### src/adc_fft_pkg.sv
`default_nettype none

package adc_fft_pkg;

  //--------------------------------------------------------------------------
  // sample and frame sizes
  //--------------------------------------------------------------------------
  localparam int sample_width = 8;     // adc word width
  localparam int frame_len    = 1024;  // samples per captured frame, also fft length
  localparam int cnt_width    = 11;    // write and read sample counters

  //--------------------------------------------------------------------------
  // sample buffer
  //--------------------------------------------------------------------------
  // depth is two frames, so a full frame plus read lag can never overflow
  localparam int fifo_depth  = 2048;
  localparam int level_width = 12;     // fill level spans 0..fifo_depth

  // readout starts two samples short of a full frame
  // the remaining writes always land before the reads catch up
  localparam logic [level_width-1:0] read_start_level = level_width'(1022);

  //--------------------------------------------------------------------------
  // capture fsm states
  //--------------------------------------------------------------------------
  localparam logic [1:0] st_idle  = 2'd0;  // waiting for a frame sync edge
  localparam logic [1:0] st_fill  = 2'd1;  // writing, level below threshold
  localparam logic [1:0] st_drain = 2'd2;  // reading out to the fft port

endpackage

`default_nettype wire

### src/frame_capture_fsm.sv
`timescale 1ns/1ps
`default_nettype none

module frame_capture_fsm (
  input  logic                                ad_clk,
  input  logic                                sys_rst_n,
  input  logic                                frame_start,         // synchronized vsync rise
  input  logic                                wr_done,             // last write of the frame
  input  logic                                rd_last,             // last read of the frame
  input  logic [adc_fft_pkg::level_width-1:0] fifo_level,          // buffer fill level
  input  logic                                s_axis_data_tready,  // fft port ready level
  output logic                                wr_en,               // buffer write enable
  output logic                                rd_en                // read strobe, also out_en
);

  logic [1:0] state;
  logic       rd_active;  // readout window open, waits on ready

  //--------------------------------------------------------------------------
  // read strobe
  //--------------------------------------------------------------------------
  // one word per ready cycle while the window is open
  // buffer is fwft so the strobe doubles as the data valid
  assign rd_en = rd_active & s_axis_data_tready;

  //--------------------------------------------------------------------------
  // state and activity flags
  //--------------------------------------------------------------------------
  always_ff @(posedge ad_clk or negedge sys_rst_n) begin
    if (!sys_rst_n) begin
      state     <= adc_fft_pkg::st_idle;
      wr_en     <= 1'b0;
      rd_active <= 1'b0;
    end else begin
      // write window closes after 1024 writes, in any state
      if (wr_done) begin
        wr_en <= 1'b0;
      end

      case (state)
        adc_fft_pkg::st_idle: begin
          // only place a frame sync is honoured
          if (frame_start) begin
            wr_en <= 1'b1;
            state <= adc_fft_pkg::st_fill;
          end
        end

        adc_fft_pkg::st_fill: begin
          // frame edges here are dropped
          if (fifo_level >= adc_fft_pkg::read_start_level) begin
            rd_active <= 1'b1;                  // open readout
            state     <= adc_fft_pkg::st_drain;
          end
        end

        adc_fft_pkg::st_drain: begin
          if (rd_en && rd_last) begin
            rd_active <= 1'b0;                  // 1024th word handed over
          end
          // back to idle only once both windows are shut
          if (rd_en && rd_last && !wr_en) begin
            state <= adc_fft_pkg::st_idle;
          end
        end

        default: begin
          state <= adc_fft_pkg::st_idle;        // unused code, recover
        end
      endcase
    end
  end

  //--------------------------------------------------------------------------
  // checks
  //--------------------------------------------------------------------------
  // readout window always closes together with the return to idle
  a_no_read_in_idle : assert property (
    @(posedge ad_clk) disable iff (!sys_rst_n)
    (state == adc_fft_pkg::st_idle) |-> !rd_en
  ) else $error("rd_en high while capture fsm is idle");

  // a write window only opens on an accepted frame edge
  a_wr_en_from_idle : assert property (
    @(posedge ad_clk) disable iff (!sys_rst_n)
    $rose(wr_en) |-> $past(frame_start) && ($past(state) == adc_fft_pkg::st_idle)
  ) else $error("wr_en rose without a frame_start in idle");

endmodule

`default_nettype wire

### config.mk
export PLATFORM = sky130hd
export DESIGN_NAME = frame_capture_fsm
export DESIGN_NICKNAME = d
export VERILOG_FILES = /design/src/adc_fft_pkg.sv /design/src/frame_capture_fsm.sv
export SDC_FILE = /design/constraint.sdc
export NUM_CORES = 1
export LEC_CHECK = 0
export BUFFER_PORTS_ARGS = -buffer_cell sky130_fd_sc_hd__buf_2
export CAP_MARGIN = 0
export CELL_PAD_IN_SITES_DETAIL_PLACEMENT = 2
export CELL_PAD_IN_SITES_GLOBAL_PLACEMENT = 2
export CORE_AREA = 2 2 39 41
export DETAILED_ROUTE_END_ITERATION = 10
export DIE_AREA = 0 0 41 43
export PLACE_DENSITY_LB_ADDON = 0.1
export REMOVE_ABC_BUFFERS = 1
export SYNTH_ARGS = -nofsm -noshare
export SYNTH_HDL_FRONTEND = slang
export SYNTH_SLANG_ARGS = --single-unit
### constraint.sdc
create_clock -name ad_clk -period 1.65 [get_ports ad_clk]
set_input_delay 0.2475 -clock ad_clk [delete_from_list [all_inputs] [get_ports ad_clk]]
set_output_delay 0.2475 -clock ad_clk [all_outputs]
set_load 0.02 [all_outputs]
==> out/summary.txt <==
Worst hold start -> wr_done
TritonCTS Buffers -> 3
Max VDD drop -> 229 uV
Number of synthesized register bits -> 4
R2R cell count -> 3
Final hold violation count -> 0
Max cap viols -> 0
Die area -> 1760 um^2
Final setup fails -> 0
Area fraction of the dominant cell type after synthesis -> 45.7%
Total global-route track usage -> 10.6%
Chip Width -> 41 um
Power density cells -> 1270 nW/um^2
Cells after synthesis -> 24
Post-synth cell types -> 15
Clock Sinks -> 4
Initial Util -> 15.8%
GRT overflow -> 0
Largest family of logic cells by synthesized area -> simple AND/OR/NAND/NOR gates
Share of cells above drive strength 1 -> 47.8%
Total power -> 461 uW
Hold endpoint -> wr_en
Vias in the first global route -> 313
Global-route wire length before repair -> 1.22 mm
Worst reg2reg endpoint -> state[1]
Antenna violations before repair -> 0
Most frequent cells in the layout -> 18 x buf_2, 4 x nand2_1, 4 x dfrtp_1
IO Pins -> 20
Design area -> 362 um^2
Post-Synth Adder-Cell Area -> 0%
R2r setup slk -> 0.77 ns
Outcome -> finished, final reports clean
Wire length per cell -> 11.7 um
Worst clock skew -> 0.000731 ns
Post-Syn Area per Cell -> 9.12 um^2
R2r startpoint -> wr_en
Fin. max-slew vios -> 0
# H-tree levels -> 1
Final WL -> 725 um
Worst EP arrival -> 0.93 ns
Clock slew at reported path FFs -> 0.04 ns
Relative slew slack -> 77.4%
Compound-Gate Fraction of Synth Area -> 20.6%
Multiplexer share of the synthesized area -> 0%
Final setup TNS -> 0 ns
Yosys Warn Count -> 0
Worst Tran Pin Value -> 0.335 ns
Worst-path maximum fanout -> 3
Sequential cell area fraction in the yosys report -> 45.7%
Startpoint types -> register
Final #Nets -> 66
Hold Path Depth -> 2
Worst path required time -> 1.40 ns
Max Buffers Root-to-Sink -> 2
Routability Congestion -> 0.566
Synthesized area -> 219 um^2
PortBufs -> 18
Via count -> 278
Commonest non-fill, non-tap cell in the layout -> buf_2
CP Class -> register to output port
Area grow syn2layout -> 65.1%
Leak pwr -> 0.000178 uW
Synth top area cells -> dfrtp_1 46%, nand4b_1 8.0%, nand2_1 6.9%, nand2b_1 5.7%, o22ai_2 5.7%
Post-Route Utilization -> 26.1%
CTS Root Cell -> clkbuf_4
CP Capture Type -> output port
Via density -> 4.48
RSZ-0062 raised after global routing -> false
Dpl hpwl -> 611 um
Cell taking the most area after synthesis -> dfrtp_1
TritonCTS clock tree -> built
Remaining DRCs -> 0
Pin count of the biggest net entering global routing -> 7
Synth Area in Simple Gates -> 32.0%
Drt pass-1 iters -> 1
Row count -> 14
Core area -> 1380 um^2
Diode count -> 0
Worst hold-check path type -> input pin to register
Cell Area, Placed -> 329 um^2
Synth Area in XOR/XNOR -> 0%
F_max -> 853 MHz
Min Tclk post-route -> 1.17 ns
Final Cycle Share -> 71.1%
Routed Antenna Nets -> 0
Clock Latency Late Sink -> 0.23 ns
1st-iter DRT viols -> 0
DIE HEIGHT -> 43 um
layout make-up:
type                       instances  area [um^2]
clock buffer                       3         22.5
inverter                           1         3.75
timing repair buffer              19          100
sequential                         4          100
tap                               16         20.0
fill                             179         1020
multi-input combinational         19          115
flip-flops by register name, indices dropped and copies added, names as in the netlist:
signal     cells
rd_active      1
wr_en          1
state          2
synthesized netlist by cell type (all sizes together):
cell    number
nand4        1
nand3        1
dfrtp        4
nand4b       2
and2         1
o22ai        1
nand2b       2
o31a         1
o21ai        2
nand2        4
a21oi        1
nor2         2
o311ai       1
inv          1
kinds of logic (layout without fill, tap and decap cells):
| family | count (synthesis) | in the layout |
|---|---|---|
| and+or+nand+nor | 13 | 13 |
| AOI/OAI and AO/OA | 6 | 6 |
| DFF | 4 | 4 |
| buffers and inverters | 1 | 23 |
repair_timing:
action | 4_1_cts | 5_1_grt
setup buffers | 0 | 0
resized for setup | 0 | 0
hold buffers | 1 | 0
hold endpoints to repair | 4 | 0
routing by layer:
metal	track usage (%)	wire, um
met1	11.3	263
met2	16.3	408
met3	1.57	53
met4	10.0	0
met5	0	0
worst max-delay path by stage:
| stage | slack, ns | cells past startpoint | from | to |
|---|---|---|---|---|
| after global routing | 0.44 | 2 | rd_active | rd_en |
| after global placement | 0.59 | 4 | fifo_level[1] | state[0] |
| after CTS | 0.47 | 2 | rd_active | rd_en |
| after detailed placement | 0.59 | 4 | fifo_level[1] | state[0] |
| after floorplan | 0.76 | 3 | wr_en | state[1] |
| final | 0.48 | 2 | rd_active | rd_en |
report_power, final:
group	internal, uW	leakage (uW)	switching [uW]
registers	141	0.0000478	45.1
logic	80.0	0.000117	77.2
clock network	81.1	0.0000138	36.3
total	302	0.000178	159
worst max-delay path, stage by stage (launching register included):
cell,delay (ns)
dfrtp_1,0.39
and2_1,0.16
buf_2,0.15
per-stage QoR:
step	hold WS [ns]	instances	setup WS, ns
after global routing	0.224	62	0.437
final	0.196	62	0.477
after CTS	0.193	62	0.466
after detailed placement	0.0616	58	0.586
after global placement	0.0581	58	0.591
after floorplan	-0.0481	24	0.757
Power figures use the tool's default switching activity.
