`src/adc_fft_pkg.sv`:
```
`default_nettype none

package adc_fft_pkg;

  //--------------------------------------------------------------------------
  // sample and frame sizes
  //--------------------------------------------------------------------------
  localparam int sample_width = 8;     // adc word width
  localparam int frame_len    = 1024;  // samples per captured frame, also fft length
  localparam int cnt_width    = 11;    // write and read sample counters

  //--------------------------------------------------------------------------
  // sample buffer
  //--------------------------------------------------------------------------
  // depth is two frames, so a full frame plus read lag can never overflow
  localparam int fifo_depth  = 2048;
  localparam int level_width = 12;     // fill level spans 0..fifo_depth

  // readout starts two samples short of a full frame
  // the remaining writes always land before the reads catch up
  localparam logic [level_width-1:0] read_start_level = level_width'(1022);

  //--------------------------------------------------------------------------
  // capture fsm states
  //--------------------------------------------------------------------------
  localparam logic [1:0] st_idle  = 2'd0;  // waiting for a frame sync edge
  localparam logic [1:0] st_fill  = 2'd1;  // writing, level below threshold
  localparam logic [1:0] st_drain = 2'd2;  // reading out to the fft port

endpackage

`default_nettype wire

```
`src/sample_counter.sv`:
```
`timescale 1ns/1ps
`default_nettype none

module sample_counter (
  input  logic ad_clk,
  input  logic sys_rst_n,
  input  logic wr_en,    // one write per high cycle
  input  logic rd_en,    // one read per high cycle
  output logic wr_done,  // current write is sample 1024
  output logic rd_last   // current read is sample 1024, drives tlast
);

  logic [adc_fft_pkg::cnt_width-1:0] wr_cnt;  // writes so far in this frame
  logic [adc_fft_pkg::cnt_width-1:0] rd_cnt;  // reads so far in this frame

  //--------------------------------------------------------------------------
  // frame end flags
  //--------------------------------------------------------------------------
  // both combinational so they line up with the event itself
  assign wr_done = wr_en && (int'(wr_cnt) == adc_fft_pkg::frame_len - 1);
  assign rd_last = rd_en && (int'(rd_cnt) == adc_fft_pkg::frame_len - 1);

  //--------------------------------------------------------------------------
  // counters
  //--------------------------------------------------------------------------
  always_ff @(posedge ad_clk or negedge sys_rst_n) begin
    if (!sys_rst_n) begin
      wr_cnt <= '0;
    end else if (wr_done) begin
      wr_cnt <= '0;                 // ready for next frame
    end else if (wr_en) begin
      wr_cnt <= wr_cnt + 1'b1;
    end
  end

  // holds while ready is low, rd_en is already gated by it
  always_ff @(posedge ad_clk or negedge sys_rst_n) begin
    if (!sys_rst_n) begin
      rd_cnt <= '0;
    end else if (rd_last) begin
      rd_cnt <= '0;
    end else if (rd_en) begin
      rd_cnt <= rd_cnt + 1'b1;
    end
  end

  //--------------------------------------------------------------------------
  // checks
  //--------------------------------------------------------------------------
  // tlast only on a real read, and the count restarts right after
  a_last_on_read : assert property (
    @(posedge ad_clk) disable iff (!sys_rst_n)
    rd_last |-> rd_en ##1 (rd_cnt == '0)
  ) else $error("rd_last without a read or read count not cleared");

  // fsm drops the write window the cycle after the last write
  a_wr_window_closes : assert property (
    @(posedge ad_clk) disable iff (!sys_rst_n)
    wr_done |=> !wr_en
  ) else $error("wr_en still high after wr_done");

endmodule

`default_nettype wire

```
`config.mk`:
```
export PLATFORM = sky130hd
export DESIGN_NAME = sample_counter
export DESIGN_NICKNAME = d
export VERILOG_FILES = /design/src/adc_fft_pkg.sv /design/src/sample_counter.sv
export SDC_FILE = /design/constraint.sdc
export NUM_CORES = 1
export LEC_CHECK = 0
export BUFFER_PORTS_ARGS = -buffer_cell sky130_fd_sc_hd__buf_2
export CAP_MARGIN = 15
export CELL_PAD_IN_SITES_DETAIL_PLACEMENT = 0
export CELL_PAD_IN_SITES_GLOBAL_PLACEMENT = 1
export CORE_UTILIZATION = 25
export CTS_CLUSTER_DIAMETER = 150
export DETAILED_ROUTE_END_ITERATION = 12
export GPL_ROUTABILITY_DRIVEN = 0
export GPL_TIMING_DRIVEN = 0
export PLACE_DENSITY_LB_ADDON = 0.05
export SLEW_MARGIN = 20
export SYNTH_ARGS = -nofsm -noshare
export SYNTH_HDL_FRONTEND = slang
export SYNTH_SLANG_ARGS = --single-unit
```
`constraint.sdc`:
```
create_clock -name ad_clk -period 1.4 [get_ports ad_clk]
set_clock_uncertainty 0.05 [all_clocks]
set_input_delay 0.28 -clock ad_clk [delete_from_list [all_inputs] [get_ports ad_clk]]
set_output_delay 0.28 -clock ad_clk [all_outputs]
set_load 0.02 [all_outputs]
```
==> flow_summary.ini, run 1 <==
[synth]
synth_top_cell_area_share_pct = 50.8
yosysWarnings = 0
synth_area_per_cell_um2 = 10.8
synth_top_area_cell = dfrtp_1
synth_area_mm2 = 0.00108
synth_fp_nets = 106
synth_async_sr_flop_share_pct = 100
synth_edf_count = 0
synth_cell_types = 31
synth_flop_cell = dfrtp_1
ys_top_cells_by_area = dfrtp_1, xnor2_1, nand4_1, nand3_1, nand2_1
synth-seq-cells = 22
synthCells = 100
seq_area_frac_synth_pct = 50.8

[route]
drc_errors = 0
wire_per_inst_um = 13.7
wirelength_um = 2440
drtAntennaViolNets = 0
via_per_inst = 4.72
vias = 844
drt_iter0_markers = 43
drtPass1Iterations = 4

[worst_setup_path]
cp_max_fo = 2
crit_required_ns = 1.07
cp-start-kind = register
end_kind = output port
criticalPathCategory = reg2out
crit_start = rd_cnt[3]
worstPathArrival_ns = 1.35
reg2reg_from = rd_cnt[1]
rr_worst_depth = 6

[floorplan]
io_pins = 6
initial_utilization_pct = 26.5
coreArea_mm2 = 0.00409
rows = 23
dieArea_mm2 = 0.00460
die_w_um = 67.8
fp.dieH_um = 67.8

[timing]
period_share_pct = 120
rsz0062_at_grt = true
hold_violations = 0
slew_violations = 0
period_minus_slack_ns = 1.68
setup_slack_ns = -0.281
maxSlewHeadroom_pct = 65.0
clock.fmax_ghz = 0.595
setup_viol = 8
fin_tns_setup_ns = -0.752
tightest_slew_ns = 0.525

[global_routing]
grt_usage_pct = 12.3
grt_max_degree = 23
grt.met2_usage_pct = 16.6
grt-ovfl-total = 0
met3_usage_pct = 2.50
antenna_found_initial = 0
grt_pass1_wl_um = 4120
grt_pass1_vias = 854
use_met1_pct = 18.2
grt.busiest_layer = met1

[placed_design]
placedInstanceArea_mm2 = 0.00118
place_inst = 153
dp_hpwl_um = 1500
port-buffer-count = 3

[hold_path]
holdCritPathClass = in2reg
hp-start = wr_en
hold_path_depth = 2

[cells_and_area]
final_area_mm2 = 0.00148
nNetsFinal = 137
layout_commonest_cell = buf_4
drive_above_1_share_pct = 38.8
n_antenna_cell = 0
area_delta_synth_final_pct = 36.4
layout.cells.non_filler = 179
final_util_pct = 36.2
mostFrequentLayoutCells = buf_4, dfrtp_1, nand2_1, xnor2_1, nand4_1

[clock_tree]
root_buffer = clkbuf_8
cts.sinks = 22
clock_latency_ns = 0.26
clockBufferDepth = 2
cts-htree-levels = 1
clkTransAtPathRegs_ns = 0.08
cts_tree = done
cts_buffers = 3

[power]
power_mw = 2.16
p_leak_nw = 0.589
power.density_mw_per_mm2 = 1460
vdd_drop_max_mv = 0.645

[outcome]
status = finished with violations
violations = setup timing

[job]
maxCapViolations = 0
## flip-flops by register name, summed over array words and instances (netlist names)
signal / flops
rd_cnt: 11
wr_cnt: 11
## final timing paths
check | slack [ns] | to
max in group asynchronous | 0.44 | wr_cnt[0]
worst min register to register | 0.45 | wr_cnt[8]
worst max register to register | -0.05 | rd_cnt[9]
min in group asynchronous | 0.47 | rd_cnt[8]
worst min-delay path | 0.21 | wr_cnt[1]
worst max-delay path | -0.28 | rd_last
## what timing repair did
item	CTS	global route
resized for setup	17	2
cloned	0	0
hold endpoints to repair	22	0
buffers inserted	18	5
hold buffers	1	0
endpoints found under the setup margin	14	13
pin swaps	4	6
## routing by layer
metal	wire length [um]	part of all wire (%)	vias up
met5	0	0	-
met4	38	1.6	0
met3	45	1.8	4
met2	998	41	6
met1	1360	56	415
li1	-	-	419
## cells in the mapped netlist, types with 2 or more instances
master	instances
dfrtp_1	22
nand2_1	8
ha_1	2
nor2_1	5
or3_1	4
o31ai_1	2
o31a_1	2
xor2_1	3
a21oi_1	5
nand3_1	6
nand4_1	7
and4_1	2
inv_1	3
o21ai_0	5
xnor2_1	8
## power breakdown
group / switching (mW) / internal [mW]
Sequential: 0.186 / 0.815
Clock: 0.211 / 0.192
Combinational: 0.334 / 0.422
## worst max-delay path: stages (launching register included)
cell and delay [ns]:
dfrtp_2 0.37, and4_4 0.25, nand3_4 0.09, nor4b_4 0.21
buf_4 0.17
## cell type report
class | count | area, um^2
tap | 50 | 62.6
inverter | 3 | 11.3
clock buffer | 3 | 41.3
fill | 433 | 2610
multi-input combinational | 72 | 583
buffer | 2 | 16.3
sequential | 22 | 557
timing repair buffer | 27 | 206
## kinds of logic (layout without fill, tap and decap cells)
| family | after synthesis | in the layout | synth area share [%] |
|---|---|---|---|
| xor gates and xnor gates | 11 | 11 | 8.89 |
| DFF | 22 | 22 | 50.8 |
| adders and majority gates | 2 | 2 | 2.31 |
| AOI/OAI and AO/OA | 17 | 17 | 9.70 |
| buffers and inverters | 6 | 35 | 2.89 |
| muxes | 1 | 1 | 0.924 |
| and+or+nand+nor | 41 | 41 | 24.5 |
## metrics by stage
step | setup WS [ns] | hold WS [ns]
after floorplan | -0.109 | -0.0656
after global placement | -0.432 | 0.245
after detailed placement | -0.451 | 0.251
after CTS | -0.338 | 0.193
after global routing | -0.325 | 0.210
final | -0.281 | 0.211
(Power assumes the default switching activity.)
==> run 2, diff against run 1 <==
==> constraint.sdc (replaced) <==
create_clock -name ad_clk -period 1.4 [get_ports ad_clk]
set_clock_uncertainty 0.05 [all_clocks]
set_input_delay 0.07 -clock ad_clk [delete_from_list [all_inputs] [get_ports ad_clk]]
set_output_delay 0.07 -clock ad_clk [all_outputs]
set_load 0.02 [all_outputs]
==> flow_summary.ini, run 2 (synthesis results as in run 1) <==
[timing]
setup_slack_ns = -0.105
rsz0062_at_grt = true
maxSlewHeadroom_pct = 64.0
clock.fmax_ghz = 0.664
slew_violations = 0
setup_viol = 5
hold_violations = 0
period_share_pct = 108
tightest_slew_ns = 0.540
period_minus_slack_ns = 1.51

[placed_design]
dp_hpwl_um = 1460
placedInstanceArea_mm2 = 0.00117
port-buffer-count = 3

[cells_and_area]
n_antenna_cell = 0
nNetsFinal = 138
fillerInstances = 419
layout_commonest_cell = buf_4
area_delta_synth_final_pct = 38.7
reg.largest.list = rd_cnt x11, wr_cnt x11
drive_above_1_share_pct = 37.4
final_area_mm2 = 0.00150
mostFrequentLayoutCells = buf_4, dfrtp_1, nand2_1, xnor2_1, nand4_1

[clock_tree]
cts.sinks = 22
cts-htree-levels = 1
cts_tree = done
cts_buffers = 3
clockBufferDepth = 2
clkTransAtPathRegs_ns = 0.08
root_buffer = clkbuf_8
clock_latency_ns = 0.26

[route]
wirelength_um = 2340
wire_per_inst_um = 12.9
vias = 866
drtPass1Iterations = 4
via_per_inst = 4.78
drtAntennaViolNets = 0
drt_iter0_markers = 33
drc_errors = 0

[power]
p_leak_nw = 0.604
internal_power_mw = 1.56
p_seq_share_pct = 44.0
p_comb_share_pct = 36.3
power_mw = 2.29
clkPwrFrac_pct = 19.7
power.density_mw_per_mm2 = 1530
switching_share_pct = 32.2
vdd_drop_max_mv = 0.757
p_sw_mw = 0.739

[floorplan]
coreArea_mm2 = 0.00409
fp.dieH_um = 67.8
io_pins = 6
initial_utilization_pct = 26.5
die_w_um = 67.8
rows = 23
dieArea_mm2 = 0.00460

[hold_path]
holdCritPathClass = in2reg

[global_routing]
grt_pass1_wl_um = 3950
grt_max_degree = 23
grt_pass1_vias = 843
grt-ovfl-total = 0
grt_usage_pct = 11.8
antenna_found_initial = 0

[outcome]
violations = setup timing
status = finished with violations

[worst_setup_path]
cp_slowest_stage_delay_ns = 0.40
worstPathArrival_ns = 1.39
crit_slowest_cell = dfrtp_1
crit_chain = and4_4, nand3_4, nor4b_2, buf_2
cp_max_fo = 4
cp-start-kind = register
crit_required_ns = 1.28
criticalPathCategory = reg2out
end_kind = output port

[job]
maxCapViolations = 0
run 2: stage by stage:
stage          hold WS [ns]  util (%)  std cells  worst slack (ns)  setup TNS, ns
6_report             0.0395      36.8        181            -0.105         -0.162
5_1_grt              0.0450      36.8        181            -0.205         -0.804
4_1_cts              0.0265      34.4        173            -0.133         -0.279
3_5_place_dp         0.0419      28.8        153            -0.185          -1.41
3_3_place_gp         0.0325      28.8        153            -0.213          -1.50
2_1_floorplan        -0.276         -        100            -0.103         -0.210
run 2: final cells by class:
type | count | area [um^2] | share of cell area (%)
inverters | 3 | 11.3 | 0.749
clock buffers | 4 | 55.1 | 3.66
repair buffers | 28 | 218 | 14.5
flip-flops and latches | 22 | 553 | 36.8
multi-input cells | 72 | 587 | 39.1
well taps | 50 | 62.6 | 4.16
plain buffers | 2 | 16.3 | 1.08
run 2: worst max-delay path, delay by kind of cell (launching register included):
family                 cells  cell delay, ns
and+or+nand+nor            3            0.53
DFF                        1            0.40
buffers and inverters      1            0.20
run 2: power by group through the flow:
stage	Clock [mW]	Combinational [mW]	Sequential [mW]
after floorplan	0	0.340	0.975
after global placement	0	0.414	1.01
after detailed placement	0	0.428	1.02
after CTS	0.477	0.673	1.01
after global routing	0.498	0.936	1.04
final	0.451	0.834	1.01
run 2: final timing paths:
| check | start | endpoint | slack, ns | cells after the start |
|---|---|---|---|---|
| setup / recovery | rd_cnt[3] | rd_last | -0.11 | 4 |
| hold reg to reg | wr_cnt[8] | wr_cnt[8] | 0.44 | 1 |
| setup reg to reg | rd_cnt[3] | rd_cnt[1] | -0.02 | 5 |
| max in group asynchronous | sys_rst_n | wr_cnt[2] | 0.63 | 2 |
| hold / removal | wr_en | wr_cnt[2] | 0.04 | 3 |
| min in group asynchronous | sys_rst_n | rd_cnt[10] | 0.27 | 2 |
run 2: timing repair:
action	in CTS	in global routing
endpoints found under the hold margin	23	0
resized for setup	12	7
setup endpoints to repair	13	14
setup buffers	15	9
hold buffers	2	0
pin swaps	8	5
cloned	0	0
run 2: layer usage:
| metal | global-route usage, % | wire length, um | vias to the layer above | part of all wire (%) |
|---|---|---|---|---|
| met4 | 2.34 | 17 | 0 | 0.73 |
| met1 | 16.6 | 1250 | 433 | 54 |
| li1 | - | - | 426 | - |
| met2 | 17.5 | 1010 | 5 | 43 |
| met5 | 0 | 0 | - | 0 |
| met3 | 4.00 | 57 | 2 | 2.4 |
