**src/adc_fft_pkg.sv**
```systemverilog
`default_nettype none

package adc_fft_pkg;

  //--------------------------------------------------------------------------
  // sample and frame sizes
  //--------------------------------------------------------------------------
  localparam int sample_width = 8;     // adc word width
  localparam int frame_len    = 1024;  // samples per captured frame, also fft length
  localparam int cnt_width    = 11;    // write and read sample counters

  //--------------------------------------------------------------------------
  // sample buffer
  //--------------------------------------------------------------------------
  // depth is two frames, so a full frame plus read lag can never overflow
  localparam int fifo_depth  = 2048;
  localparam int level_width = 12;     // fill level spans 0..fifo_depth

  // readout starts two samples short of a full frame
  // the remaining writes always land before the reads catch up
  localparam logic [level_width-1:0] read_start_level = level_width'(1022);

  //--------------------------------------------------------------------------
  // capture fsm states
  //--------------------------------------------------------------------------
  localparam logic [1:0] st_idle  = 2'd0;  // waiting for a frame sync edge
  localparam logic [1:0] st_fill  = 2'd1;  // writing, level below threshold
  localparam logic [1:0] st_drain = 2'd2;  // reading out to the fft port

endpackage

`default_nettype wire

```
**src/vsync_sync.sv**
```systemverilog
`timescale 1ns/1ps
`default_nettype none

module vsync_sync (
  input  logic                                 ad_clk,
  input  logic                                 sys_rst_n,
  input  logic                                 in_vsync,     // async frame sync, active high
  input  logic [adc_fft_pkg::sample_width-1:0] ad_data_in,   // raw adc samples
  output logic                                 frame_start,  // one cycle per vsync rise
  output logic [adc_fft_pkg::sample_width-1:0] wr_data       // adc data, two stages late
);

  //--------------------------------------------------------------------------
  // frame sync resync chain
  //--------------------------------------------------------------------------
  logic vsync_t;   // first stage, may go metastable
  logic vsync_t0;  // settled copy
  logic vsync_t1;  // one cycle older, for edge detect

  // adc data pipeline
  logic [adc_fft_pkg::sample_width-1:0] ad_data_d0;
  logic [adc_fft_pkg::sample_width-1:0] ad_data_d1;

  always_ff @(posedge ad_clk or negedge sys_rst_n) begin
    if (!sys_rst_n) begin
      vsync_t  <= 1'b0;
      vsync_t0 <= 1'b0;
      vsync_t1 <= 1'b0;
    end else begin
      vsync_t  <= in_vsync;
      vsync_t0 <= vsync_t;
      vsync_t1 <= vsync_t0;
    end
  end

  // rising edge on the two settled stages
  // high for exactly one cycle, the fsm decides whether it counts
  assign frame_start = vsync_t0 & ~vsync_t1;

  //--------------------------------------------------------------------------
  // sample delay
  //--------------------------------------------------------------------------
  // two stages so the sample written on the first wr_en cycle is
  // the one that arrived around the synchronized edge
  always_ff @(posedge ad_clk) begin
    ad_data_d0 <= ad_data_in;
    ad_data_d1 <= ad_data_d0;
  end

  assign wr_data = ad_data_d1;  // straight into the buffer write port

  // edge to first write
  //   vsync_t    E1
  //   vsync_t0   E2, frame_start high
  //   wr_en      E3
  //   first wr   E4, one more when the input edge misses E1 setup

endmodule

`default_nettype wire
```
**config.mk**
```make
export PLATFORM = sky130hd
export DESIGN_NAME = vsync_sync
export DESIGN_NICKNAME = d
export VERILOG_FILES = /design/src/adc_fft_pkg.sv /design/src/vsync_sync.sv
export SDC_FILE = /design/constraint.sdc
export NUM_CORES = 1
export LEC_CHECK = 0
export ABC_AREA = 1
export BUFFER_PORTS_ARGS = -buffer_cell sky130_fd_sc_hd__buf_2
export CAP_MARGIN = 20
export CORE_AREA = 2 2 39 41
export CTS_CLUSTER_DIAMETER = 100
export DETAILED_ROUTE_END_ITERATION = 10
export DIE_AREA = 0 0 41 43
export HOLD_SLACK_MARGIN = 0.02
export PLACE_DENSITY = 0.62
export SYNTH_ARGS = -nofsm -noshare
export SYNTH_HDL_FRONTEND = slang
export SYNTH_SLANG_ARGS = --single-unit
```
**constraint.sdc**
```tcl
create_clock -name ad_clk -period 0.8 [get_ports ad_clk]
set_clock_uncertainty 0.1 [all_clocks]
set_input_delay 0 -clock ad_clk [delete_from_list [all_inputs] [get_ports ad_clk]]
set_output_delay 0 -clock ad_clk [all_outputs]
set_load 0.005 [all_outputs]
```
==> run summary, run 1 <==
TIMING
----------------------------------------------------------------------------------
Worst hold slack ....................................................     0.232 ns
Number of setup violations in the final report ......................            2
Highest clock frequency the design can meet .........................     1.04 GHz
Final critical-path required period .................................     0.961 ns
Part of the cycle the worst path needs ..............................         1.20
Post-route worst setup slack ........................................    -0.161 ns
Setup repair after global routing missed its margin .................         true
Number of hold-slack violations in the final timing report ..........            0
Transition at the pin with the smallest max-transition slack ........    0.0913 ns
Final TNS setup .....................................................    -0.170 ns
Headroom to the max-slew limit ......................................        0.939
Fin. max-slew vios ..................................................            0

CELLS AND AREA
----------------------------------------------------------------------------------
P&R area growth vs syn ..............................................        64.2%
Fraction of final layout cells with drive strength greater than 1 ...        0.446
Nets ................................................................           68
Filler-free cell count of the finished design .......................           72
Number of antenna cells inserted ....................................            0
Final instance area .................................................      666 µm²
Final core utilization ..............................................        0.481
Number of fillers in the final layout ...............................          133

PLACED DESIGN
----------------------------------------------------------------------------------
Count of input and output buffers ...................................           19
Final RePlAce weighted congestion ...................................        0.522
DP Area .............................................................      520 µm²
Instance count after placement with tap cells included ..............           56

YOSYS
----------------------------------------------------------------------------------
Seq/Total Area, Yosys ...............................................        0.975
List of most frequent post-synthesis cells .......................... 16 x sky130_fd_sc_hd__dfxtp_1, 3 x sky130_fd_sc_hd__dfrtp_1, 1 x sky130_fd_sc_hd__inv_1, 1 x sky130_fd_sc_hd__nor2_2
Number of instances in the synthesized netlist ......................           21
Post-synth EDFFs ....................................................            0
Distinct cell type count of the synthesized netlist .................            4
Most instantiated library cell after synthesis ...................... sky130_fd_sc_hd__dfxtp_1
Flip-flop and latch count after synthesis ...........................           19
Library cell with the largest summed area after synthesis ........... sky130_fd_sc_hd__dfxtp_1
Warnings, synthesis .................................................            0
Main area contributors after synthesis .............................. sky130_fd_sc_hd__dfxtp_1 79%, sky130_fd_sc_hd__dfrtp_1 19%, sky130_fd_sc_hd__nor2_2 1.5%
Synthesized Nets ....................................................           32
Mapped Area .........................................................      405 µm²
Flip-flop cell with the highest count after synthesis ............... sky130_fd_sc_hd__dfxtp_1
FFs w/ async S/R, synth .............................................        0.158
Post-Syn Area per Cell ..............................................     19.3 µm²
Fraction of post-synthesis cell area in the top cell type by area ...        0.790

SETUP PATH
----------------------------------------------------------------------------------
Peak per-stage delay on the critical path ...........................      0.38 ns
CP Buf/Inv Count ....................................................            2
Highest net fanout along the worst path .............................            2
Critical Path RT ....................................................      0.70 ns
Arrival time worst endpoint .........................................      0.86 ns
Worst r2r dst .......................................................     vsync_t1
Worst setup slack for register-to-register paths ....................      0.10 ns
Cell at the slowest stage of the critical path ...................... sky130_fd_sc_hd__dfrtp_1
Critical-path cell list ............................................. inv_1 > nor2_2 > buf_2
Kind of launch point of the worst setup path ........................     register
Crit Path Category .................................................. register to primary output
Family of cells with the greatest summed delay on the critical path .   flip-flops
Source of the worst register-to-register timing path ................     vsync_t0
Kind of capture point of the worst setup path ....................... primary output
Depth of the worst register-to-register path ........................            1

ROUTE
----------------------------------------------------------------------------------
Drt initial violations ..............................................            0
WL/cell .............................................................      7.92 µm
Number of routed nets with antenna violations .......................            0
Uppermost layer routed ..............................................         met4
Number of remaining DRC errors ......................................            0
Met2 Routed Length ..................................................       285 µm
Total number of vias ................................................          256
Met1 routed wirelength after detailed routing .......................       215 µm
Detailed-router iteration count before antenna repair ...............            1
Final Routed Wirelength .............................................       570 µm
Routed wl met3 ......................................................        60 µm
Via density .........................................................         3.56

RUN STATUS
----------------------------------------------------------------------------------
Run status .......................................................... complete, but fails checks
Violations in the final reports ..................................... negative setup slack

CLOCK TREE
----------------------------------------------------------------------------------
Number of H-tree levels .............................................            1
Max Root-Sink Buffers ...............................................            2
CTS Root Cell ....................................................... sky130_fd_sc_hd__clkbuf_4
Number of CTS-inserted buffers ......................................            3
Total clock sinks ...................................................           19
Clk pin slew, worst setup/hold paths ................................      0.09 ns
Source-to-sink clock delay at the later pin of the worst-skew pair ..      0.28 ns
CTS tree ............................................................          yes

GRT
----------------------------------------------------------------------------------
Number of global-route vias before repair ...........................          204
Antenna violations before repair ....................................            0
First-pass GRT wire length ..........................................       828 µm
Total global routing overflow .......................................            0
Maximum number of pins on one net before global-route repair ........           11
Gr usage total ......................................................       0.0835

POWER AND IR DROP
----------------------------------------------------------------------------------
Peak ir drop on the vdd network .....................................    0.00138 V
P per Cell Area .....................................................  2310 nW/µm²
Leakage power .......................................................     0.319 nW

HOLD PATH
----------------------------------------------------------------------------------
Hold Path Origin .................................................... ad_data_d0[6]
Cells on Worst Hold Path ............................................            0
Endpoint with the worst hold slack ..................................   wr_data[6]
Worst min-delay path category ....................................... register to register

FLOORPLAN
----------------------------------------------------------------------------------
X dimension of the die ..............................................        41 µm
Effective utilization at floorplan ..................................        0.293
Vertical die dimension ..............................................        43 µm
Num rows ............................................................           14
Floorplan die area ..................................................     1760 µm²
Placeable core region ...............................................     1380 µm²
Boundary pin count ..................................................           20

RUN
----------------------------------------------------------------------------------
Total of max-cap violations .........................................            0

-- registers in the layout (all words and copies together) (netlist names) --
register and cells:
wr_data 8, ad_data_d0 8, vsync_t0 1, vsync_t1 1, vsync_t 1
-- worst max-delay path by stage --
stage	from	end	slack (ns)	cells past startpoint
CTS	vsync_t0	frame_start	-0.17	3
detailed placement	vsync_t0	frame_start	0.13	3
global route	vsync_t0	frame_start	-0.22	3
global placement	vsync_t0	frame_start	0.15	3
floorplan	vsync_t0	vsync_t1	0.23	0
finish	vsync_t0	frame_start	-0.16	3
-- where the power goes --
part,switching [mW],internal [mW]
sequential,0.0104,0.998
combinational,0.0263,0.0710
clock,0.239,0.193
-- layout make-up --
| class | instances | area, µm² | area share |
|---|---|---|---|
| Clock buffer | 4 | 26.3 | 0.0395 |
| Inverter | 1 | 3.75 | 0.00564 |
| Multi-Input combinational cell | 1 | 6.26 | 0.00940 |
| Sequential cell | 19 | 397 | 0.596 |
| Tap cell | 16 | 20.0 | 0.0301 |
| Timing Repair Buffer | 31 | 213 | 0.320 |
-- cells in the final DEF (no fill, tap or decap) --
| cell | synthesis | routed |
|---|---|---|
| sky130_fd_sc_hd__clkbuf_4 | 0 | 3 |
| sky130_fd_sc_hd__buf_2 | 0 | 19 |
| sky130_fd_sc_hd__nor2_2 | 1 | 1 |
| sky130_fd_sc_hd__dfxtp_2 | 0 | 1 |
| sky130_fd_sc_hd__buf_4 | 0 | 1 |
| sky130_fd_sc_hd__dfxtp_1 | 16 | 15 |
| sky130_fd_sc_hd__inv_1 | 1 | 1 |
| sky130_fd_sc_hd__dfrtp_1 | 3 | 3 |
| sky130_fd_sc_hd__dlygate4sd3_1 | 0 | 11 |
| sky130_fd_sc_hd__clkbuf_1 | 0 | 1 |
-- per-stage QoR --
step | total power [mW] | setup slack (ns)
detailed placement | 1.08 | 0.135
CTS | 1.56 | -0.173
global placement | 1.08 | 0.149
global route | 1.62 | -0.219
floorplan | 1.04 | 0.230
finish | 1.54 | -0.161
-- kinds of logic (layout without fill, tap and decap cells) --
kind of cell	Yosys count	count (layout)	share of synthesized area
and+or+nand+nor	1	1	0.0154
DFF	19	19	0.975
buffers and inverters	1	36	0.00925
-- metal layers --
| layer | track usage | vias to the layer above |
|---|---|---|
| met5 | 0 | - |
| met4 | 0.0800 | 0 |
| met3 | 0.0628 | 2 |
| met2 | 0.109 | 12 |
| met1 | 0.0774 | 107 |
| li1 | - | 135 |
-- repair_timing --
action | CTS | global route
endpoints found under the setup margin | 9 | 9
hold buffers | 11 | 0
hold endpoints to repair | 12 | 0
pin swaps | 0 | 0
gates cloned | 0 | 0
resized for setup | 0 | 1
setup buffers | 1 | 0
Power figures use the tool's default switching activity.
==> run 2, diff against run 1 <==
--- a/config.mk
+++ b/config.mk
@@ -6,7 +6,7 @@
 export NUM_CORES = 1
 export LEC_CHECK = 0
 export ABC_AREA = 1
-export BUFFER_PORTS_ARGS = -buffer_cell sky130_fd_sc_hd__buf_2
+export BUFFER_PORTS_ARGS = -buffer_cell sky130_fd_sc_hd__buf_4
 export CAP_MARGIN = 20
 export CORE_AREA = 2 2 39 41
 export CTS_CLUSTER_DIAMETER = 100
==> constraint.sdc (replaced) <==
create_clock -name ad_clk -period 1.2 [get_ports ad_clk]
set_clock_uncertainty 0.1 [all_clocks]
set_input_delay 0 -clock ad_clk [delete_from_list [all_inputs] [get_ports ad_clk]]
set_output_delay 0 -clock ad_clk [all_outputs]
set_load 0.005 [all_outputs]
==> run 2 against run 1 <==
Effect of this change: critical endpoint unchanged; largest power group unchanged; largest cell class unchanged; the flow now finishes without violations; critical path depth did not move; highest routed layer unchanged; global-route usage rose by 1.2 points; final cell count fell by 1.4%; routed wire length rose by 1.2%; sequential share of layout area fell by 3.6 points; non-clock buffer count fell by 1; hold slack barely moved; first-iteration DRC count rose by 2; clock power fell by 32%.
==> run summary, run 2 (synthesis results as in run 1) <==
FLOORPLAN
-------------------------------------------------------------------------------------
Floorplan die area .....................................................     1760 µm²   unchanged
Num rows ...............................................................           14   unchanged
Boundary pin count .....................................................           20   unchanged
X dimension of the die .................................................        41 µm   unchanged
Effective utilization at floorplan .....................................        0.293   unchanged
Vertical die dimension .................................................        43 µm   unchanged
Placeable core region ..................................................     1380 µm²   unchanged

TIMING
-------------------------------------------------------------------------------------
Fin. max-slew vios .....................................................            0   unchanged
Number of setup violations in the final report .........................            0   -2
Highest clock frequency the design can meet ............................     1.01 GHz
Setup repair after global routing missed its margin ....................        false
Transition at the pin with the smallest max-transition slack ...........     0.138 ns   +0.0463 ns
Worst hold slack .......................................................     0.233 ns   +0.000444 ns
Number of hold-slack violations in the final timing report .............            0   unchanged
Part of the cycle the worst path needs .................................        0.824
Final TNS setup ........................................................         0 ns   +0.170 ns
Headroom to the max-slew limit .........................................        0.908   -0.0312
Final critical-path required period ....................................     0.989 ns

SETUP PATH
-------------------------------------------------------------------------------------
Worst r2r dst ..........................................................     vsync_t1
Family of cells with the greatest summed delay on the critical path ....   flip-flops
Source of the worst register-to-register timing path ...................     vsync_t0
Kind of launch point of the worst setup path ...........................     register
Kind of capture point of the worst setup path .......................... primary output
CP Buf/Inv Count .......................................................            2   unchanged
Peak per-stage delay on the critical path ..............................      0.39 ns   about the same
Critical Path Sink .....................................................  frame_start
Highest net fanout along the worst path ................................            2   unchanged
Arrival time worst endpoint ............................................      0.89 ns   +0.03 ns
Depth of the worst register-to-register path ...........................            0   -1
Critical-path cell list ................................................ inv_1 > nor2_2 > buf_4
Cell at the slowest stage of the critical path ......................... sky130_fd_sc_hd__dfrtp_1
Startpoint of the worst setup timing path ..............................     vsync_t0
Critical Path RT .......................................................      1.10 ns   +0.40 ns
Critical path depth in cells ...........................................            3   unchanged
Crit Path Category ..................................................... register to primary output
Worst setup slack for register-to-register paths .......................      0.61 ns   +0.51 ns

ROUTE
-------------------------------------------------------------------------------------
Final Routed Wirelength ................................................       577 µm   +1.2%
Drt initial violations .................................................            2   +2
Number of remaining DRC errors .........................................            0   unchanged
Total number of vias ...................................................          253   -1.2%
Via density ............................................................         3.56   +0.22%
Number of routed nets with antenna violations ..........................            0   unchanged
WL/cell ................................................................      8.13 µm   +2.7%
Detailed-router iteration count before antenna repair ..................            2   +1

CLOCK TREE
-------------------------------------------------------------------------------------
Number of H-tree levels ................................................            1   unchanged
CTS Root Cell .......................................................... sky130_fd_sc_hd__clkbuf_4
Max Root-Sink Buffers ..................................................            2   unchanged
Resized cells post-CTS .................................................            0   unchanged
Clk pin slew, worst setup/hold paths ...................................      0.10 ns   about the same
Number of buffers added for setup after CTS ............................            0   -1
CTS tree ...............................................................          yes
Quantity of hold-fixing buffers added after cts ........................           11   unchanged
Total clock sinks ......................................................           19   unchanged
Number of CTS-inserted buffers .........................................            3   unchanged
Source-to-sink clock delay at the later pin of the worst-skew pair .....      0.29 ns   about the same

POWER AND IR DROP
-------------------------------------------------------------------------------------
Leakage power ..........................................................     0.332 nW   +4.4%
P per Cell Area ........................................................  1480 nW/µm²   -36%
Power Total ............................................................      1.05 mW   -32%
Peak ir drop on the vdd network ........................................   0.000747 V   -46%

PLACED DESIGN
-------------------------------------------------------------------------------------
Count of input and output buffers ......................................           19   unchanged
DP Area ................................................................      568 µm²   +9.1%
Half-perimeter wire length after placement .............................       352 µm
Final RePlAce weighted congestion ......................................        0.520   -0.21%

CELLS AND AREA
-------------------------------------------------------------------------------------
Most frequent standard cell in the layout excluding fill and tap cells . sky130_fd_sc_hd__buf_4
Fraction of final layout cells with drive strength greater than 1 ......        0.436   -0.0101
Nets ...................................................................           67   -1.5%
Number of antenna cells inserted .......................................            0   unchanged
Final instance area ....................................................      706 µm²   +6.0%
Final core utilization .................................................        0.510   +0.0289
P&R area growth vs syn .................................................        74.1%
Number of fillers in the final layout ..................................          129   -3.0%
Commonest cells after routing, fill and taps aside ..................... 19 x sky130_fd_sc_hd__buf_4, 16 x sky130_fd_sc_hd__dfxtp_1, 11 x sky130_fd_sc_hd__dlygate4sd3_1

GRT
-------------------------------------------------------------------------------------
First-pass GRT wire length .............................................      1000 µm   +21%
Gr usage total .........................................................       0.0957   +0.0122
Maximum number of pins on one net before global-route repair ...........           12   +1
Antenna violations before repair .......................................            0   unchanged
Total global routing overflow ..........................................            0   unchanged
Number of global-route vias before repair ..............................          250   +23%

RUN
-------------------------------------------------------------------------------------
Total of max-cap violations ............................................            0   unchanged

RUN STATUS
-------------------------------------------------------------------------------------
Run status .............................................................    completed

HOLD PATH
-------------------------------------------------------------------------------------
Worst min-delay path category .......................................... register to register
Cells on Worst Hold Path ...............................................            0   unchanged

## run 2: area by class of cell
class                      instances  area [µm²]  area share
inverter                           1        3.75     0.00532
clock buffer                       3        22.5      0.0319
tap                               16        20.0      0.0284
multi-input combinational          1        6.26     0.00887
timing repair buffer              30         253       0.358
clock inverter                     1        5.00     0.00709
sequential                        19         395       0.560
## run 2: worst min path at each step
stage                        from       endpoint  slack [ns]
floorplan               sys_rst_n        vsync_t       -0.40
finish              ad_data_d0[5]     wr_data[5]        0.23
CTS                 ad_data_d0[5]     wr_data[5]        0.23
global route        ad_data_in[2]  ad_data_d0[2]        0.23
global placement        sys_rst_n        vsync_t       -0.31
detailed placement      sys_rst_n        vsync_t       -0.31
## run 2: per-stage QoR
step                      std cells  setup slack (ns)
after floorplan                  21             0.630
after global placement           56             0.540
after detailed placement         56             0.528
after CTS                        71             0.191
after global routing             71             0.143
final                            71             0.211
## run 2: power by group
group / internal (mW) / total (mW) / switching [mW] / leakage, nW
clock: 0.124 / 0.294 / 0.170 / 0.0177
combinational: 0.0623 / 0.0807 / 0.0184 / 0.145
sequential: 0.665 / 0.673 / 0.00781 / 0.170
## run 2: metal layers
metal	track usage	wire, µm	share of wire	up-vias
met5	0	0	0	-
met4	0.100	17	0.029	0
met3	0.0628	44	0.076	4
met2	0.122	298	0.52	14
met1	0.0943	217	0.38	106
li1	-	-	-	129
==> run 3, diff against run 2 <==
--- a/config.mk
+++ b/config.mk
@@ -13,7 +13,7 @@
 export DETAILED_ROUTE_END_ITERATION = 10
 export DIE_AREA = 0 0 41 43
 export HOLD_SLACK_MARGIN = 0.02
-export PLACE_DENSITY = 0.62
+export PLACE_DENSITY = 0.64
 export SYNTH_ARGS = -nofsm -noshare
 export SYNTH_HDL_FRONTEND = slang
 export SYNTH_SLANG_ARGS = --single-unit
==> constraint.sdc (replaced) <==
create_clock -name ad_clk -period 0.8 [get_ports ad_clk]
set_clock_uncertainty 0.1 [all_clocks]
set_input_delay 0 -clock ad_clk [delete_from_list [all_inputs] [get_ports ad_clk]]
set_output_delay 0 -clock ad_clk [all_outputs]
set_load 0.005 [all_outputs]
==> run 3 against run 2 <==
Effect of this change: the run now ends with negative setup slack left; critical path type unchanged; worst setup slack worse by 0.39 ns; largest power group unchanged; first-iteration DRC count shrank 100%; final cell count rose by 1.4%.
==> run summary, run 3 (synthesis results as in run 1) <==
CELLS AND AREA
-------------------------------------------------------------------------------------
Fraction of final layout cells with drive strength greater than 1 ......        0.518   +0.0815
Nets ...................................................................           68   +1.5%
Number of antenna cells inserted .......................................            0   unchanged
Commonest cells after routing, fill and taps aside ..................... 15 x sky130_fd_sc_hd__buf_4, 11 x sky130_fd_sc_hd__dfxtp_1, 11 x sky130_fd_sc_hd__dlygate4sd3_1
P&R area growth vs syn .................................................        81.8%
Most frequent standard cell in the layout excluding fill and tap cells . sky130_fd_sc_hd__buf_4
Number of fillers in the final layout ..................................          122   -5.4%

FLOORPLAN
-------------------------------------------------------------------------------------
X dimension of the die .................................................        41 µm   unchanged
Placeable core region ..................................................     1380 µm²   unchanged
Num rows ...............................................................           14   unchanged
Floorplan die area .....................................................     1760 µm²   unchanged
Boundary pin count .....................................................           20   unchanged
Vertical die dimension .................................................        43 µm   unchanged
Effective utilization at floorplan .....................................        0.293   unchanged

SETUP PATH
-------------------------------------------------------------------------------------
Source of the worst register-to-register timing path ...................     vsync_t0
Crit Path Category ..................................................... register to primary output
Arrival time worst endpoint ............................................      0.88 ns   about the same
Kind of capture point of the worst setup path .......................... primary output
Peak per-stage delay on the critical path ..............................      0.39 ns   about the same
CP Buf/Inv Count .......................................................            2   unchanged
Highest net fanout along the worst path ................................            2   unchanged
Family of cells with the greatest summed delay on the critical path ....   flip-flops
Depth of the worst register-to-register path ...........................            1   +1
Cell at the slowest stage of the critical path ......................... sky130_fd_sc_hd__dfrtp_1
Critical-path cell list ................................................ inv_1 > nor2_2 > buf_4
Worst r2r dst ..........................................................     vsync_t1
Kind of launch point of the worst setup path ...........................     register
Critical Path RT .......................................................      0.70 ns   -0.40 ns
Worst setup slack for register-to-register paths .......................      0.09 ns   -0.52 ns

POWER AND IR DROP
-------------------------------------------------------------------------------------
Power Total ............................................................      1.58 mW   +51%
Peak ir drop on the vdd network ........................................    0.00124 V   +66%
Comb pwr share .........................................................        0.083   +0.006
Switching portion of total power .......................................        0.178   -0.00917
Power Internal .........................................................      1.30 mW   +52%
Fraction of power consumed by the clock network ........................        0.274   -0.006
P per Cell Area ........................................................  2140 nW/µm²   +44%
Leakage power ..........................................................     0.341 nW   +2.5%
Reg power frac .........................................................        0.643   about the same
Sw Pwr .................................................................     0.281 mW   +43%

TIMING
-------------------------------------------------------------------------------------
Final critical-path required period ....................................     0.978 ns
Transition at the pin with the smallest max-transition slack ...........    0.0920 ns   -0.0456 ns
Setup repair after global routing missed its margin ....................         true
Number of hold-slack violations in the final timing report .............            0   unchanged
Highest clock frequency the design can meet ............................     1.02 GHz
Fin. max-slew vios .....................................................            0   unchanged
Number of setup violations in the final report .........................            9   +9
Headroom to the max-slew limit .........................................        0.939   +0.0307
Part of the cycle the worst path needs .................................         1.22
Worst hold slack .......................................................     0.231 ns   -0.00138 ns
Post-route worst setup slack ...........................................    -0.178 ns   -0.389 ns

ROUTE
-------------------------------------------------------------------------------------
Via density ............................................................         3.47   -2.6%
Number of remaining DRC errors .........................................            0   unchanged
Number of routed nets with antenna violations ..........................            0   unchanged
Detailed-router iteration count before antenna repair ..................            1   -1
Drt initial violations .................................................            0   -2
Final Routed Wirelength ................................................       520 µm   -9.9%
Total number of vias ...................................................          250   -1.2%
WL/cell ................................................................      7.22 µm   -11%

HOLD PATH
-------------------------------------------------------------------------------------
Endpoint with the worst hold slack .....................................   wr_data[1]
Worst min-delay path category .......................................... register to register
Hold Path Origin ....................................................... ad_data_d0[1]
Cells on Worst Hold Path ...............................................            0   unchanged

GRT
-------------------------------------------------------------------------------------
First-pass GRT wire length .............................................       786 µm   -21%
Antenna violations before repair .......................................            0   unchanged
Total global routing overflow ..........................................            0   unchanged
Number of global-route vias before repair ..............................          199   -20%
Gr usage total .........................................................       0.0716   -0.0241
Maximum number of pins on one net before global-route repair ...........           11   -1

CLOCK TREE
-------------------------------------------------------------------------------------
CTS Root Cell .......................................................... sky130_fd_sc_hd__clkbuf_4
Source-to-sink clock delay at the later pin of the worst-skew pair .....      0.27 ns   -0.02 ns
Number of H-tree levels ................................................            1   unchanged
Total clock sinks ......................................................           19   unchanged
Max Root-Sink Buffers ..................................................            2   unchanged
CTS tree ...............................................................          yes
Number of CTS-inserted buffers .........................................            3   unchanged
Clk pin slew, worst setup/hold paths ...................................      0.09 ns   about the same

PLACED DESIGN
-------------------------------------------------------------------------------------
Count of input and output buffers ......................................           19   unchanged
Final RePlAce weighted congestion ......................................        0.513   -1.4%

RUN
-------------------------------------------------------------------------------------
Total of max-cap violations ............................................            0   unchanged

RUN STATUS
-------------------------------------------------------------------------------------
Run status ............................................................. complete, but fails checks
Violations in the final reports ........................................ negative setup slack

==> run 3: cell count changes in the layout (fill, tap and decap cells not counted) <==
cell,before,now
sky130_fd_sc_hd__dfxtp_2,0,5
sky130_fd_sc_hd__buf_6,0,5
sky130_fd_sc_hd__clkinv_2,1,0
sky130_fd_sc_hd__buf_4,19,15
sky130_fd_sc_hd__dfxtp_1,16,11
sky130_fd_sc_hd__clkbuf_1,0,1
==> run 3: area by class of cell <==
class	instances	area, µm²	share of cell area
inverters	1	3.75	0.00509
repair buffers	31	279	0.379
well taps	16	20.0	0.0272
clock buffers	4	26.3	0.0357
multi-input cells	1	6.26	0.00849
flip-flops and latches	19	402	0.545
==> run 3: layer usage <==
metal  part of all wire  wire length [µm]  track usage  up-vias
met4              0.027                14       0.0800        0
met5                  0                 0            0        -
met3              0.092                48       0.0314        2
met1               0.45               233       0.0822      102
met2               0.43               224       0.0875       14
li1                   -                 -            -      132
==> run 3: worst max path at each step <==
stage                        start     endpoint  cells after the start
final                     vsync_t0  frame_start                      3
after global routing      vsync_t0  frame_start                      3
after CTS                 vsync_t0  frame_start                      3
after global placement    vsync_t0  frame_start                      3
after floorplan           vsync_t0     vsync_t1                      0
after detailed placement  vsync_t0  frame_start                      3
==> run 3: per-stage QoR <==
step / setup WS [ns] / std cells / util / setup TNS [ns] / instance area [µm²]
after floorplan: 0.230 / 21 / - / 0 / 405
after global placement: 0.140 / 56 / 0.410 / 0 / 568
after detailed placement: 0.116 / 56 / 0.410 / 0 / 568
after CTS: -0.191 / 72 / 0.518 / -0.320 / 717
after global routing: -0.230 / 72 / 0.533 / -0.585 / 737
final: -0.178 / 72 / 0.533 / -0.202 / 737
==> run 3: timing repair <==
| item | CTS | global route |
|---|---|---|
| setup buffers | 1 | 0 |
| gates resized for setup | 2 | 8 |
| endpoints found under the hold margin | 12 | 0 |
| endpoints found under the setup margin | 9 | 9 |
| hold buffers | 11 | 0 |
==> run 3: power by group through the flow <==
stage | Clock [mW] | Combinational [mW] | Sequential, mW
5_1_grt | 0.503 | 0.142 | 1.02
2_1_floorplan | 0 | 0.00339 | 1.03
3_5_place_dp | 0 | 0.0792 | 1.03
4_1_cts | 0.452 | 0.126 | 1.01
3_3_place_gp | 0 | 0.0786 | 1.03
6_report | 0.432 | 0.131 | 1.02
